## config.mk

```make
export PLATFORM = sky130hd
export DESIGN_NAME = ctl_regs
export DESIGN_NICKNAME = d
export VERILOG_FILES = /design/src/logic/ctl_pkg.sv /design/src/logic/bus_pkg.sv /design/src/logic/ctl_regs.sv
export SDC_FILE = /design/constraint.sdc
export NUM_CORES = 1
export LEC_CHECK = 0
export BUFFER_PORTS_ARGS = -buffer_cell sky130_fd_sc_hd__buf_2
export CORE_MARGIN = 2
export CORE_UTILIZATION = 53
export CTS_CLUSTER_DIAMETER = 60
export DETAILED_ROUTE_END_ITERATION = 16
export PLACE_DENSITY = 0.8
export REMOVE_ABC_BUFFERS = 1
export SYNTH_ARGS = -nofsm -noshare
export SYNTH_HDL_FRONTEND = slang
export SYNTH_SLANG_ARGS = --single-unit
```

## constraint.sdc

```tcl
create_clock -name CPU_CKIO -period 2 [get_ports CPU_CKIO]
set_input_delay 0.2 -clock CPU_CKIO [delete_from_list [all_inputs] [get_ports CPU_CKIO]]
set_output_delay 0.2 -clock CPU_CKIO [all_outputs]
set_load 0.02 [all_outputs]
```

## src/logic/ctl_pkg.sv

```systemverilog
package ctl_pkg;

  // Controller register map, word addresses inside the controller region
  typedef enum logic [7:0] {
    addr_ctl_flag        = 8'h00,
    addr_ec_sync_time_0  = 8'h11,
    addr_ec_sync_time_1  = 8'h12,
    addr_ec_sync_time_2  = 8'h13,
    addr_ec_sync_time_3  = 8'h14,
    addr_mod_mem_page    = 8'h20,
    addr_mod_cycle       = 8'h21,
    addr_mod_freq_div_0  = 8'h22,
    addr_mod_freq_div_1  = 8'h23,
    addr_silent_step     = 8'h40,
    addr_stm_mem_page    = 8'h50,
    addr_stm_cycle       = 8'h51,
    addr_stm_freq_div_0  = 8'h52,
    addr_stm_freq_div_1  = 8'h53,
    addr_sound_speed_0   = 8'h54,
    addr_sound_speed_1   = 8'h55,
    addr_stm_start_idx   = 8'h56,
    addr_stm_finish_idx  = 8'h57
  } ctl_addr_t;

  // Bits in ctl_flag
  localparam int CTL_FLAG_FORCE_FAN_BIT = 0;
  localparam int CTL_FLAG_SYNC_BIT = 1;

  // Width of silent_step after truncation
  localparam int SILENT_STEP_W = 9;

endpackage

```

## src/logic/bus_pkg.sv

```systemverilog
package bus_pkg;

  // CPU bus word and in-region word address
  localparam int DATA_W = 16;
  localparam int BUS_ADDR_W = 14;

  // Page widths that extend the mod and STM windows
  localparam int MOD_PAGE_W = 1;
  localparam int STM_PAGE_W = 2;

  // One intensity/phase word per transducer
  localparam int NORMAL_DEPTH = 249;

  // Region select, taken from the two top address bits
  typedef enum logic [1:0] {
    bram_select_controller = 2'd0,
    bram_select_mod        = 2'd1,
    bram_select_normal     = 2'd2,
    bram_select_stm        = 2'd3
  } bram_select_t;

endpackage
```

## src/logic/ctl_regs.sv

```systemverilog
`timescale 1ns/1ps
module ctl_regs #(
  parameter int MOD_PAGE_W = bus_pkg::MOD_PAGE_W,
  parameter int STM_PAGE_W = bus_pkg::STM_PAGE_W
) (
  input  logic                            CPU_CKIO,
  input  logic                            rst_n,
  input  logic                            wr_en,
  input  logic [bus_pkg::BUS_ADDR_W-1:0]  wr_addr,
  input  logic [bus_pkg::DATA_W-1:0]      wr_data,
  input  logic [bus_pkg::BUS_ADDR_W-1:0]  rd_addr,
  output logic [bus_pkg::DATA_W-1:0]      rd_data,
  output logic [MOD_PAGE_W-1:0]           mod_page,
  output logic [STM_PAGE_W-1:0]           stm_page,
  output logic                            force_fan,
  output logic                            sync,
  output logic [15:0]                     mod_cycle,
  output logic [31:0]                     mod_freq_div,
  output logic [ctl_pkg::SILENT_STEP_W-1:0] silent_step,
  output logic [15:0]                     stm_cycle,
  output logic [31:0]                     stm_freq_div,
  output logic [31:0]                     sound_speed,
  output logic [15:0]                     stm_start_idx,
  output logic [15:0]                     stm_finish_idx,
  output logic [63:0]                     ec_sync_time
);
  import bus_pkg::*;
  import ctl_pkg::*;

  logic              wr_hit;
  logic              rd_hit;
  logic [DATA_W-1:0] flag_word;
  logic [DATA_W-1:0] rd_word;

  // Map occupies the low 256 words, anything above is unmapped
  assign wr_hit = wr_en && (wr_addr[BUS_ADDR_W-1:8] == '0);
  assign rd_hit = rd_addr[BUS_ADDR_W-1:8] == '0;

  always_ff @(posedge CPU_CKIO or negedge rst_n) begin
    if (!rst_n) begin
      force_fan <= 1'b0;
      sync <= 1'b0;
      mod_page <= '0;
      stm_page <= '0;
      mod_cycle <= '0;
      mod_freq_div <= '0;
      silent_step <= '0;
      stm_cycle <= '0;
      stm_freq_div <= '0;
      sound_speed <= '0;
      stm_start_idx <= '0;
      stm_finish_idx <= '0;
      ec_sync_time <= '0;
    end else if (wr_hit) begin
      case (ctl_addr_t'(wr_addr[7:0]))
        addr_ctl_flag: begin
          force_fan <= wr_data[CTL_FLAG_FORCE_FAN_BIT];
          sync <= wr_data[CTL_FLAG_SYNC_BIT];
        end
        addr_mod_mem_page:   mod_page <= wr_data[MOD_PAGE_W-1:0];
        addr_stm_mem_page:   stm_page <= wr_data[STM_PAGE_W-1:0];
        addr_mod_cycle:      mod_cycle <= wr_data;
        addr_mod_freq_div_0: mod_freq_div[15:0] <= wr_data;
        addr_mod_freq_div_1: mod_freq_div[31:16] <= wr_data;
        addr_silent_step:    silent_step <= wr_data[SILENT_STEP_W-1:0];
        addr_stm_cycle:      stm_cycle <= wr_data;
        addr_stm_freq_div_0: stm_freq_div[15:0] <= wr_data;
        addr_stm_freq_div_1: stm_freq_div[31:16] <= wr_data;
        addr_sound_speed_0:  sound_speed[15:0] <= wr_data;
        addr_sound_speed_1:  sound_speed[31:16] <= wr_data;
        addr_stm_start_idx:  stm_start_idx <= wr_data;
        addr_stm_finish_idx: stm_finish_idx <= wr_data;
        addr_ec_sync_time_0: ec_sync_time[15:0] <= wr_data;
        addr_ec_sync_time_1: ec_sync_time[31:16] <= wr_data;
        addr_ec_sync_time_2: ec_sync_time[47:32] <= wr_data;
        addr_ec_sync_time_3: ec_sync_time[63:48] <= wr_data;
        default: ;
      endcase
    end
  end

  always_comb begin
    flag_word = '0;
    flag_word[CTL_FLAG_FORCE_FAN_BIT] = force_fan;
    flag_word[CTL_FLAG_SYNC_BIT] = sync;
  end

  // Readback, unused bits come back as zero
  always_comb begin
    rd_word = '0;
    if (rd_hit) begin
      case (ctl_addr_t'(rd_addr[7:0]))
        addr_ctl_flag:       rd_word = flag_word;
        addr_mod_mem_page:   rd_word = DATA_W'(mod_page);
        addr_stm_mem_page:   rd_word = DATA_W'(stm_page);
        addr_mod_cycle:      rd_word = mod_cycle;
        addr_mod_freq_div_0: rd_word = mod_freq_div[15:0];
        addr_mod_freq_div_1: rd_word = mod_freq_div[31:16];
        addr_silent_step:    rd_word = DATA_W'(silent_step);
        addr_stm_cycle:      rd_word = stm_cycle;
        addr_stm_freq_div_0: rd_word = stm_freq_div[15:0];
        addr_stm_freq_div_1: rd_word = stm_freq_div[31:16];
        addr_sound_speed_0:  rd_word = sound_speed[15:0];
        addr_sound_speed_1:  rd_word = sound_speed[31:16];
        addr_stm_start_idx:  rd_word = stm_start_idx;
        addr_stm_finish_idx: rd_word = stm_finish_idx;
        addr_ec_sync_time_0: rd_word = ec_sync_time[15:0];
        addr_ec_sync_time_1: rd_word = ec_sync_time[31:16];
        addr_ec_sync_time_2: rd_word = ec_sync_time[47:32];
        addr_ec_sync_time_3: rd_word = ec_sync_time[63:48];
        default:             rd_word = '0;
      endcase
    end
  end

  // Registered like a bank read so the bridge mux lines up
  always_ff @(posedge CPU_CKIO or negedge rst_n) begin
    if (!rst_n) begin
      rd_data <= '0;
    end else begin
      rd_data <= rd_word;
    end
  end

endmodule

```

==> flow_summary.yaml <==
synth:
  synthDistinctLibCells: 64
  synth_top_cell_area_share: 0.5443
  synth_flop_cell: "dfrtp_1"
  syn_inst: 865
  synth_seq_cells: 254
  netlist_area_um2: 11680
  ys_top_cells_by_area: "dfrtp_1, mux2_2, a22oi_1"
  avgSynthCellArea_um2: 13.50
  synth_edf_count: 0
  seq_area_frac_synth: 0.5443
  ys_async_sr_fraction: 1.000
  yosysTopAreaCell: "dfrtp_1"
  yosys_warnings: 0
setup_path:
  worst_path_max_delay_cell: "mux4_2"
  r2r_cells: 4
  worstPathArrival_ns: 2.11
  crit_chain: "mux4_2 -> and3_1 -> a2111oi_0 -> a31oi_1"
  crit_required_ns: 2.40
  critPathMaxFanout: 3
  cp-end-kind: "flop"
  crit_cells: 4
  critPathBufInv: 0
  max_stage_delay_ns: 0.48
  critPathLaunchType: "flop"
  path_delay_family: "compound AO/OA/AOI/OAI gates"
  critPathKind: "flop to flop"
clock_network:
  cts_tree: "yes"
  numCtsBuffers: 27
  root_buffer: "clkbuf_16"
  clockBufferDepth: 3
  cts_sinks: 254
  cts_max_level: 1
  clkTransAtPathRegs_ns: 0.06
  cts_resized: 0
  insertion_delay_ns: 0.53
worst_hold_path:
  hold_depth: 5
  min_path_type: "input port to flop"
die:
  core_area_um2: 21760
  io_pins: 301
  die_area_um2: 23240
  fp.dieH_um: 152.4
  die_w_um: 152.4
  start_util: 0.5367
  row_count: 54
global_routing:
  grt_pass1_wl_mm: 60.26
  grt.total_usage: 0.3380
  overflow: 0
  antenna_found_initial: 0
  grt_max_degree: 68
  grt_pass1_vias: 9712
drt:
  drc: 0
  drtPass1Iterations: 6
  vias: 9575
  wirelength_mm: 40.33
  via_per_inst: 6.303
  drtAntennaViolNets: 0
  detail_route.wl_per_cell_um: 26.55
  initialDrtViolationCount: 1004
layout:
  num_antenna_cells: 0
  fillers: 1554
  nNetsFinal: 1265
  layout_common_cells: "buf_2, dfrtp_1, mux2_2"
  design_area_um2: 15170
  final_common_cell: "buf_2"
  area_delta_synth_final_pct: 29.95
  fin_util: 0.6975
  drive_gt1_frac: 0.5819
timing:
  hold_viol: 0
  skew_ns: 0.01164
  slew-limit-headroom: 0.5930
  rsz0062_at_grt: "false"
  tightest_slew_ns: 0.6105
  setup_ws_ns: 0.2936
  period_minus_slack_ns: 1.706
  drv_slew: 0
  finalSetupTns_ns: 0
  max_clock_freq_ghz: 0.5860
  fin_crit_sh: 0.8532
  setup_viol: 0
power_and_ir_drop:
  ir_drop_mv: 0.6051
  power_density_nw_per_um2: 725.7
  totalPowerFinal_w: 0.01101
  power_leakage_nw: 8.103
placement:
  dpl_worst_slack_ns: -0.09010
  placed_cell_area_um2: 14210
  dp_hpwl_mm: 28.45
  port_buffers: 300
  gp_congestion: 0.9123
outcome:
  outcome: "finished, final reports clean"
job:
  drv_cap: 0
[Yosys cell counts, drive strengths merged, types with 5 or more instances]
master  count
mux2      255
dfrtp     254
a22oi      43
clkbuf     40
nor2       35
nand2      30
buf        28
a222oi     16
o22ai      16
a21oi      12
a31oi      10
o21ai      10
mux2i       9
nand3       9
nor2b       9
a22o        8
nor4        8
nor3        7
nor4b       7
mux4        6
nand2b      5
nor3b       5
[power by group]
part / internal (W) / total (W) / switching [W]
clock: 0.00322 / 0.00529 / 0.00208
sequential: 0.00514 / 0.00515 / 0.00000562
combinational: 0.000178 / 0.000568 / 0.000390
[worst min-delay path, cell delays in order]
cell and delay (ns):
buf_2 0.08, nor3_1 0.04, buf_4 0.14, o21ai_2 0.08, a41oi_1 0.05
[layer usage]
metal  global-route usage  share of wire  up-vias
met4               0.1248          0.037        0
met5                    0              0        -
li1                     -              -     3980
met3              0.07452           0.11      107
met1               0.4593           0.39     4845
met2               0.5399           0.47      643
[path summary, 6_finish.rpt]
kind / slack, ns / start / to
min in group asynchronous: 0.22 / rst_n / ec_sync_time[22]
worst max-delay path: 0.29 / sound_speed[15] / rd_data[15]
worst min-delay path: 0.10 / rd_addr[9] / rd_data[0]
worst min register to register: 0.52 / stm_finish_idx[5] / stm_finish_idx[5]
worst max register to register: 0.29 / sound_speed[15] / rd_data[15]
max in group asynchronous: 1.04 / rst_n / mod_cycle[11]
[flip-flops by register name (all words and copies together), names as in the netlist]
name / cells
ec_sync_time: 64
sound_speed: 32
mod_page: 1
stm_finish_idx: 16
stm_start_idx: 16
mod_freq_div: 32
mod_cycle: 16
silent_step: 9
stm_page: 2
stm_freq_div: 32
stm_cycle: 16
force_fan: 1
sync: 1
rd_data: 16
[final cells by class]
class / count / area, um^2 / share of cell area
Multi-Input combinational cell: 541 / 5067 / 0.3339
Tap cell: 280 / 350.3 / 0.02309
Sequential cell: 254 / 6356 / 0.4189
Timing Repair Buffer: 392 / 2442 / 0.1609
Clock buffer: 42 / 822.0 / 0.05417
Inverter: 2 / 7.507 / 0.0004947
Clock inverter: 8 / 128.9 / 0.008493
[per-stage QoR]
| stage | hold WS (ns) | instances |
|---|---|---|
| after floorplan | -0.09559 | 797 |
| after global placement | 0.2129 | 1468 |
| after detailed placement | 0.2102 | 1468 |
| after CTS | 0.09005 | 1519 |
| after global routing | 0.1145 | 1519 |
| final | 0.1002 | 1519 |
[cell families (layout without fill, tap and decap cells)]
| logic type | count (synthesis) | after routing | synth area share |
|---|---|---|---|
| buffers and inverters | 70 | 444 | 0.02818 |
| AOI/OAI and AO/OA | 135 | 135 | 0.08604 |
| DFF | 254 | 254 | 0.5443 |
| muxes | 270 | 270 | 0.2684 |
| and+or+nand+nor | 136 | 136 | 0.07307 |
[what timing repair did]
action                    in CTS  in global routing
setup buffers                  0                  0
hold buffers                   1                  0
hold endpoints to repair      59                  0
Note: power is estimated with default switching activity, not from simulation.
