===== config.mk =====
export PLATFORM = sky130hd
export DESIGN_NAME = cpu_bus_bridge
export DESIGN_NICKNAME = d
export VERILOG_FILES = /design/src/logic/bus_pkg.sv /design/src/logic/cpu_bus_bridge.sv
export SDC_FILE = /design/constraint.sdc
export NUM_CORES = 1
export LEC_CHECK = 0
export ABC_AREA = 1
export BUFFER_PORTS_ARGS = -buffer_cell sky130_fd_sc_hd__buf_2
export CORE_ASPECT_RATIO = 1.75
export CORE_MARGIN = 3
export CORE_UTILIZATION = 38
export DETAILED_ROUTE_END_ITERATION = 10
export GPL_TIMING_DRIVEN = 1
export HOLD_SLACK_MARGIN = 0.03
export PLACE_DENSITY = 0.74
export SLEW_MARGIN = 40
export SYNTH_ARGS = -nofsm -noshare
export SYNTH_HDL_FRONTEND = slang
export SYNTH_SLANG_ARGS = --single-unit
export TNS_END_PERCENT = 10

===== constraint.sdc =====
create_clock -name CPU_CKIO -period 1.2 [get_ports CPU_CKIO]
set_input_delay 0.06 -clock CPU_CKIO [delete_from_list [all_inputs] [get_ports CPU_CKIO]]
set_output_delay 0.06 -clock CPU_CKIO [all_outputs]
set_load 0.03 [all_outputs]

===== src/logic/bus_pkg.sv =====
package bus_pkg;

  // CPU bus word and in-region word address
  localparam int DATA_W = 16;
  localparam int BUS_ADDR_W = 14;

  // Page widths that extend the mod and STM windows
  localparam int MOD_PAGE_W = 1;
  localparam int STM_PAGE_W = 2;

  // One intensity/phase word per transducer
  localparam int NORMAL_DEPTH = 249;

  // Region select, taken from the two top address bits
  typedef enum logic [1:0] {
    bram_select_controller = 2'd0,
    bram_select_mod        = 2'd1,
    bram_select_normal     = 2'd2,
    bram_select_stm        = 2'd3
  } bram_select_t;

endpackage

===== src/logic/cpu_bus_bridge.sv =====
`timescale 1ns/1ps
module cpu_bus_bridge #(
  parameter int MOD_PAGE_W = bus_pkg::MOD_PAGE_W,
  parameter int STM_PAGE_W = bus_pkg::STM_PAGE_W,
  localparam int ADDR_W = bus_pkg::BUS_ADDR_W + (MOD_PAGE_W > STM_PAGE_W ? MOD_PAGE_W : STM_PAGE_W)
) (
  input  logic                        CPU_CKIO,
  input  logic                        rst_n,
  input  logic [bus_pkg::BUS_ADDR_W+2:0] cpu_addr,
  input  logic [bus_pkg::DATA_W-1:0]  cpu_data,
  input  logic                        cpu_cs1_n,
  input  logic                        cpu_we0_n,
  input  logic [MOD_PAGE_W-1:0]       mod_page,
  input  logic [STM_PAGE_W-1:0]       stm_page,
  input  logic [bus_pkg::DATA_W-1:0]  rd_data_ctl,
  input  logic [bus_pkg::DATA_W-1:0]  rd_data_mod,
  input  logic [bus_pkg::DATA_W-1:0]  rd_data_normal,
  input  logic [bus_pkg::DATA_W-1:0]  rd_data_stm,
  output logic [bus_pkg::DATA_W-1:0]  cpu_data_read,
  output logic                        wr_en_ctl,
  output logic                        wr_en_mod,
  output logic                        wr_en_normal,
  output logic                        wr_en_stm,
  output logic [ADDR_W-1:0]           wr_addr,
  output logic [bus_pkg::DATA_W-1:0]  wr_data,
  output logic [ADDR_W-1:0]           rd_addr
);
  import bus_pkg::*;

  logic [BUS_ADDR_W+1:0] addr_q;
  logic [DATA_W-1:0]     data_q;
  logic                  en_q;
  logic                  we_q;
  logic                  we_prev;
  logic                  wr_stb;
  logic                  rd_vld;
  logic                  rd_vld_d;
  bram_select_t          sel_q;
  bram_select_t          sel_d;
  logic [ADDR_W-1:0]     full_addr;

  // Bus pins sampled once, bit 0 of the address is not used
  always_ff @(posedge CPU_CKIO or negedge rst_n) begin
    if (!rst_n) begin
      en_q <= 1'b0;
      we_q <= 1'b0;
      we_prev <= 1'b0;
    end else begin
      en_q <= ~cpu_cs1_n;
      we_q <= ~cpu_we0_n;
      we_prev <= we_q;
    end
  end

  always_ff @(posedge CPU_CKIO) begin
    addr_q <= cpu_addr[BUS_ADDR_W+2:1];
    data_q <= cpu_data;
  end

  assign sel_q = bram_select_t'(addr_q[BUS_ADDR_W+1:BUS_ADDR_W]);
  assign wr_stb = en_q & we_q & ~we_prev;
  assign rd_vld = en_q & ~we_q;

  // Page registers extend the mod and STM windows
  always_comb begin
    full_addr = '0;
    full_addr[BUS_ADDR_W-1:0] = addr_q[BUS_ADDR_W-1:0];
    case (sel_q)
      bram_select_mod: full_addr[BUS_ADDR_W+:MOD_PAGE_W] = mod_page;
      bram_select_stm: full_addr[BUS_ADDR_W+:STM_PAGE_W] = stm_page;
      default: ;
    endcase
  end

  assign rd_addr = full_addr;

  always_ff @(posedge CPU_CKIO or negedge rst_n) begin
    if (!rst_n) begin
      wr_en_ctl <= 1'b0;
      wr_en_mod <= 1'b0;
      wr_en_normal <= 1'b0;
      wr_en_stm <= 1'b0;
      sel_d <= bram_select_controller;
      rd_vld_d <= 1'b0;
      cpu_data_read <= '0;
    end else begin
      wr_en_ctl <= wr_stb && (sel_q == bram_select_controller);
      wr_en_mod <= wr_stb && (sel_q == bram_select_mod);
      wr_en_normal <= wr_stb && (sel_q == bram_select_normal);
      wr_en_stm <= wr_stb && (sel_q == bram_select_stm);
      // Region follows the bank read by one cycle
      sel_d <= sel_q;
      rd_vld_d <= rd_vld;
      if (rd_vld_d) begin
        case (sel_d)
          bram_select_controller: cpu_data_read <= rd_data_ctl;
          bram_select_mod:        cpu_data_read <= rd_data_mod;
          bram_select_normal:     cpu_data_read <= rd_data_normal;
          default:                cpu_data_read <= rd_data_stm;
        endcase
      end
    end
  end

  always_ff @(posedge CPU_CKIO) begin
    wr_addr <= full_addr;
    wr_data <= data_q;
  end

endmodule


==> impl_metrics.tcl, run 1 <==
set metrics [dict create \
    synth_most_common_cell "nand2_1" \
    syn_inst 282 \
    p_int_mw 5.43 \
    fp.dieW_um 71.9 \
    synth_area_mm2 0.00289 \
    nNetsFinal 592 \
    cts_tree "done" \
    gr-usage-all-layers 0.188 \
    fin_util 0.621 \
    yosys-top-cells-count "nand2_1, dfxtp_1, nand3_1" \
    clock_path_buffers 2 \
    vdd_drop_max_mv 1.44 \
    ios 172 \
    synthArstFlopShare 0.289 \
    grt_max_degree 27 \
    setup_violations 0 \
    ys_dominant_reg_cell "dfxtp_1" \
    nFillCells 590 \
    clk_pin_slew_ns 0.06 \
    power_mw 7.39 \
    drt_iter0_drc 125 \
    final_antenna_net_count 0 \
    grt_pass1_vias 2596 \
    viasPerCell 4.51 \
    worstMarginPinSlew_ns 0.595 \
    start_util 0.397 \
    die_h_um 121 \
    reg2reg_depth 5 \
    grt_pass1_wl_mm 12.4 \
    fin_worst_skew_ns 0.00590 \
    p_comb_frac 0.154 \
    ys_seq_area_frac 0.668 \
    vias 2611 \
    crit_required_ns 1.42 \
    min_period_ns 1.16 \
    drt-pass1-iter-count 6 \
    whs_path_depth 5 \
    hold_class "in -> reg" \
    syn_area_per_cell_um2 10.3 \
    hold_violations 0 \
    drv_slew 0 \
    wl_per_cell_um 14.2 \
    synth_top_area_frac 0.443 \
    rsz0062_at_grt "true" \
    slew_headroom 0.604 \
    root_buffer "clkbuf_16" \
    antenna_found_initial 2 \
    routabilityCongestion 0.878 \
    clock_latency_ns 0.33 \
    crit_type "reg -> reg" \
    path_max_fanout 10 \
    p_switching_mw 1.96 \
    seqPwrFrac 0.447 \
    powerDensity_mw_per_mm2 1630 \
    fp.coreArea_mm2 0.00728 \
    dieArea_mm2 0.00873 \
    dp.cells 523 \
    setup_tns_ns 0 \
    cp.arrival_ns 1.38 \
    p_leak_nw 2.34 \
    ys_seq_elements 90 \
    wl_mm 8.21 \
    yosys.area.top_type "dfxtp_1" \
    grt-ovfl-total 0 \
    drcViolationCount 0 \
    crit_path_end_kind "register" \
    antenna_cells 0 \
    period_share 0.965 \
    status "complete, no violations" \
    rows 41 \
    cp-start-kind "register" \
    synth.yosys.warnings 0 \
    syn_to_final_growth_pct 56.6 \
    swShare 0.265 \
    synth_enable_flop_cells 0 \
    cts_max_level 3 \
    synth_cell_types 20 \
    cts_num_sinks 90 \
    drv_cap 0 \
    pwr-share-clk 0.398 \
    port_buffers 170 \
    syn-num-nets 386 \
    cts_made_buffers 9 \
    max_freq_ghz 0.864 \
    drive_gt1_frac 0.469 \
    finalNonFillerCells 579 \
    synth_area_leaders "dfxtp_1, dfrtp_1, nand2_1, nand3_1, buf_4" \
    dp_hpwl_mm 5.59 \
]
==> stage by stage <==
stage                     cell area [um^2]  setup WS [ns]  hold slack (ns)
after floorplan                       2890         0.0666           -0.236
after global placement                3730        -0.0244           0.0968
after detailed placement              3730        -0.0377            0.106
after CTS                             4440      -0.000210           0.0318
after global routing                  4530        -0.0496           0.0507
final                                 4530         0.0422           0.0396
==> power by group through the flow <==
stage	clock [mW]	sequential (mW)	combinational (mW)
6_report	2.94	3.31	1.14
5_1_grt	3.13	3.33	1.24
4_1_cts	3.01	3.31	1.11
3_5_place_dp	0	3.37	1.01
3_3_place_gp	0	3.36	1.01
2_1_floorplan	0	3.64	0.340
==> placed cells by master, fill, tap and decap left out, drive strengths merged, types with 10 or more instances in the layout <==
cell type | Yosys | layout
dfxtp | 64 | 64
clkbuf | 1 | 11
inv | 8 | 10
dlygate4sd3 | 0 | 38
o21ai | 16 | 16
buf | 24 | 182
nand3 | 34 | 34
nor2 | 38 | 38
nand2 | 69 | 69
dfrtp | 26 | 26
==> state kept, by name, indices dropped and copies added, names as in the netlist, 2 cells and up <==
register,cells
sel_d,2
data_q,16
wr_data,16
wr_addr,16
cpu_data_read,16
addr_q,16
==> what timing repair did <==
item | in CTS | in global routing
pin swaps | 0 | 1
buffers inserted | 0 | 2
endpoints found under the setup margin | 5 | 17
cloned | 0 | 0
hold buffers | 38 | 0
gates resized for setup | 4 | 20
endpoints found under the hold margin | 62 | 0
==> routing by layer <==
layer / track usage / wire length [um] / vias up
met5: 0 / 27 / -
li1: - / - / 1289
met2: 0.326 / 4290 / 129
met4: 0.0671 / 111 / 4
met3: 0.0937 / 927 / 15
met1: 0.191 / 2860 / 1174
==> path summary, 6_finish.rpt <==
path	start	end	slack (ns)
max	sel_d[1]	cpu_data_read[1]	0.04
min	rd_data_ctl[9]	cpu_data_read[9]	0.04
max reg2reg	sel_d[1]	cpu_data_read[1]	0.04
min reg2reg	data_q[15]	wr_data[15]	0.33
max in group asynchronous	rst_n	sel_d[1]	0.50
min in group asynchronous	rst_n	en_q	0.27
==> worst max-delay path, cell delays in order, from the launching register on <==
cell	delay, ns
dfrtp_2	0.49
buf_4	0.20
o21ai_1	0.17
nand3_2	0.08
nand2_1	0.06
nand2_1	0.05
==> cell type report <==
cell class,instances,area (um^2),share of cell area
clock buffers,11,254,0.0561
clock inverters,5,70.1,0.0155
inverters,8,30.0,0.00663
multi-input cells,159,776,0.171
flip-flops and latches,90,1940,0.428
well taps,86,108,0.0238
repair buffers,220,1350,0.298
==> cells by family after synthesis <==
kind of cell    synth area share
flops                      0.668
compound gates            0.0277
simple gates               0.222
buf+inv                   0.0822
(Power assumes the default switching activity.)
==> run 2, diff against run 1 <==
--- a/config.mk
+++ b/config.mk
@@ -5,7 +5,6 @@
 export SDC_FILE = /design/constraint.sdc
 export NUM_CORES = 1
 export LEC_CHECK = 0
-export ABC_AREA = 1
 export BUFFER_PORTS_ARGS = -buffer_cell sky130_fd_sc_hd__buf_2
 export CORE_ASPECT_RATIO = 1.75
 export CORE_MARGIN = 3
@@ -13,7 +12,7 @@
 export DETAILED_ROUTE_END_ITERATION = 10
 export GPL_TIMING_DRIVEN = 1
 export HOLD_SLACK_MARGIN = 0.03
-export PLACE_DENSITY = 0.74
+export PLACE_DENSITY = 0.75
 export SLEW_MARGIN = 40
 export SYNTH_ARGS = -nofsm -noshare
 export SYNTH_HDL_FRONTEND = slang
==> run 2 against run 1 <==
  * Critical path depth shrank 2
  * Die area shrank 1.4%
  * Fmax shrank 2.7%
  * Highest routed layer is now met4
==> impl_metrics.tcl, run 2 <==
set metrics [dict create \
    status "complete, no violations" \
    worstMarginPinSlew_ns 0.597 \
    grt_pass1_wl_mm 10.9 \
    hold_violations 0 \
    die_h_um 121 \
    drt-pass1-iter-count 4 \
    path_max_fanout 7 \
    rsz0062_at_grt "true" \
    crit_type "reg -> out" \
    vdd_drop_max_mv 1.45 \
    clk_pin_slew_ns 0.07 \
    drv_slew 0 \
    syn_to_final_growth_pct 54.2 \
    crit_path_end_kind "output pin" \
    synth_area_leaders "dfxtp_1, dfrtp_1, mux2i_1, o221ai_2, buf_4" \
    antenna_found_initial 0 \
    cts_tree "done" \
    yosys.area.top_type "dfxtp_1" \
    synth_top_area_frac 0.450 \
    dp_hpwl_mm 4.72 \
    p_switching_mw 1.92 \
    fp.dieW_um 71.5 \
    cts_made_buffers 9 \
    drt_iter0_drc 25 \
    clock_latency_ns 0.33 \
    gr-usage-all-layers 0.165 \
    port_buffers 170 \
    powerDensity_mw_per_mm2 1700 \
    dp.cells 428 \
    synth.yosys.warnings 0 \
    grt_pass1_vias 2335 \
    root_buffer "clkbuf_16" \
    wl_mm 6.87 \
    drive_gt1_frac 0.536 \
    cp.arrival_ns 1.13 \
    grt-ovfl-total 0 \
    seqPwrFrac 0.443 \
    power_mw 7.47 \
    ios 172 \
    clock_path_buffers 2 \
    p_leak_nw 2.20 \
    finalNonFillerCells 480 \
    drcViolationCount 0 \
    fin_area_mm2 0.00439 \
    dpl_cell_area_mm2 0.00368 \
    critPathMaxStageDelay_ns 0.37 \
    vias 2149 \
    p_comb_frac 0.150 \
    final_antenna_net_count 0 \
    fin_worst_skew_ns 0.00788 \
    pwr-share-clk 0.407 \
    cts_num_sinks 90 \
    routabilityCongestion 0.712 \
    start_util 0.394 \
    slowest_stage "dfxtp_4" \
    syn-num-nets 294 \
    yosys-top-cells-count "dfxtp_1, mux2i_1, dfrtp_1" \
    ys_seq_area_frac 0.678 \
    cts_max_level 3 \
    max_freq_ghz 0.841 \
    slew_headroom 0.602 \
    wl_per_cell_um 14.3 \
    synthArstFlopShare 0.289 \
    swShare 0.256 \
    antenna_cells 0 \
    layout_commonest_cell "buf_2" \
    ys_seq_elements 90 \
    hold_class "in -> reg" \
    syn_area_per_cell_um2 15.0 \
    grt_max_degree 33 \
    final_cell_mix "buf_2, dfxtp_1, dlygate4sd3_1" \
    syn_inst 190 \
    period_share 0.991 \
    synth_enable_flop_cells 0 \
    synth_area_mm2 0.00285 \
    setup_violations 0 \
    viasPerCell 4.48 \
    p_int_mw 5.56 \
    post_cts_buffers 0 \
    nNetsFinal 493 \
    min_period_ns 1.19 \
    dieArea_mm2 0.00861 \
    fp.coreArea_mm2 0.00723 \
    crit_required_ns 1.14 \
    synth_most_common_cell "dfxtp_1" \
    synth_cell_types 19 \
    ys_dominant_reg_cell "dfxtp_1" \
    drv_cap 0 \
    rows 41 \
    crit_chain "mux2i_1 -> nor2b_1 -> buf_4" \
    cp-start-kind "register" \
]
## run 2: changes by cell type after synthesis, sizes merged, moves of 2 or more
| cell | change |
|---|---|
| nand2b | +17 |
| nor3b | +2 |
| mux2i | +33 |
| nor2 | -37 |
| inv | -6 |
| o21ai | -16 |
| nand3 | -34 |
| o221ai | +16 |
| nand2 | -67 |
| nor2b | +2 |
| buf | -3 |
## run 2: worst max-delay path, delay by kind of cell, from the launching register on
| kind | cells | cell delay, ns |
|---|---|---|
| buf+inv | 1 | 0.18 |
| flops | 1 | 0.37 |
| mux | 1 | 0.11 |
| simple gates | 1 | 0.14 |
## run 2: final cells by class
type,count,area [um^2]
fillers,571,2840
flip-flops and latches,90,1940
repair buffers,210,1280
multi-input cells,76,719
clock buffers,9,225
clock inverters,7,113
well taps,86,108
inverters,2,7.51
## run 2: logic make-up (layout without fill, tap and decap cells)
logic type | Yosys count | count (layout) | synth area share
AOI/OAI and AO/OA | 16 | 16 | 0.0711
buffers and inverters | 24 | 228 | 0.0720
DFF | 90 | 90 | 0.678
muxes | 33 | 33 | 0.116
and+or+nand+nor | 27 | 27 | 0.0628
## run 2: path summary, 6_finish.rpt
| kind | from | end | slack [ns] | depth (start not counted) |
|---|---|---|---|---|
| max in group asynchronous | rst_n | sel_d[0] | 0.50 | 2 |
| min in group asynchronous | rst_n | en_q | 0.27 | 2 |
| max reg2reg | sel_d[0] | cpu_data_read[13] | 0.06 | 3 |
| max | addr_q[15] | rd_addr[14] | 0.01 | 3 |
| min reg2reg | data_q[7] | wr_data[7] | 0.33 | 0 |
| min | mod_page | wr_addr[14] | 0.04 | 3 |
## run 2: per-stage QoR
stage / hold slack [ns] / setup TNS [ns] / setup slack, ns / utilization
floorplan: -0.236 / 0 / 0.0813 / -
detailed placement: 0.102 / 0 / 0.0459 / 0.509
global route: 0.0517 / -0.0541 / -0.0541 / 0.607
global placement: 0.0958 / 0 / 0.0931 / 0.509
CTS: 0.0314 / -0.00315 / -0.00315 / 0.606
finish: 0.0392 / 0 / 0.0105 / 0.607
## run 2: routing by layer
layer	up-vias	share of wire	wire length, um	global-route usage
met5	-	0	0	0
met4	0	0.013	88	0.0529
met3	7	0.089	612	0.0649
met2	91	0.58	4010	0.312
met1	1012	0.31	2160	0.157
li1	1039	-	-	-
## run 2: power by group through the flow
stage | Sequential [mW] | Combinational [mW] | Clock [mW]
2_1_floorplan | 3.66 | 0.367 | 0
3_5_place_dp | 3.37 | 1.03 | 0
4_1_cts | 3.31 | 1.13 | 3.11
5_1_grt | 3.34 | 1.20 | 3.23
6_report | 3.31 | 1.12 | 3.04
3_3_place_gp | 3.36 | 1.02 | 0
## run 2: repair_timing
action / in CTS / in global routing
endpoints found under the hold margin: 61 / 0
resized for setup: 4 / 2
endpoints found under the setup margin: 2 / 3
hold buffers: 36 / 0
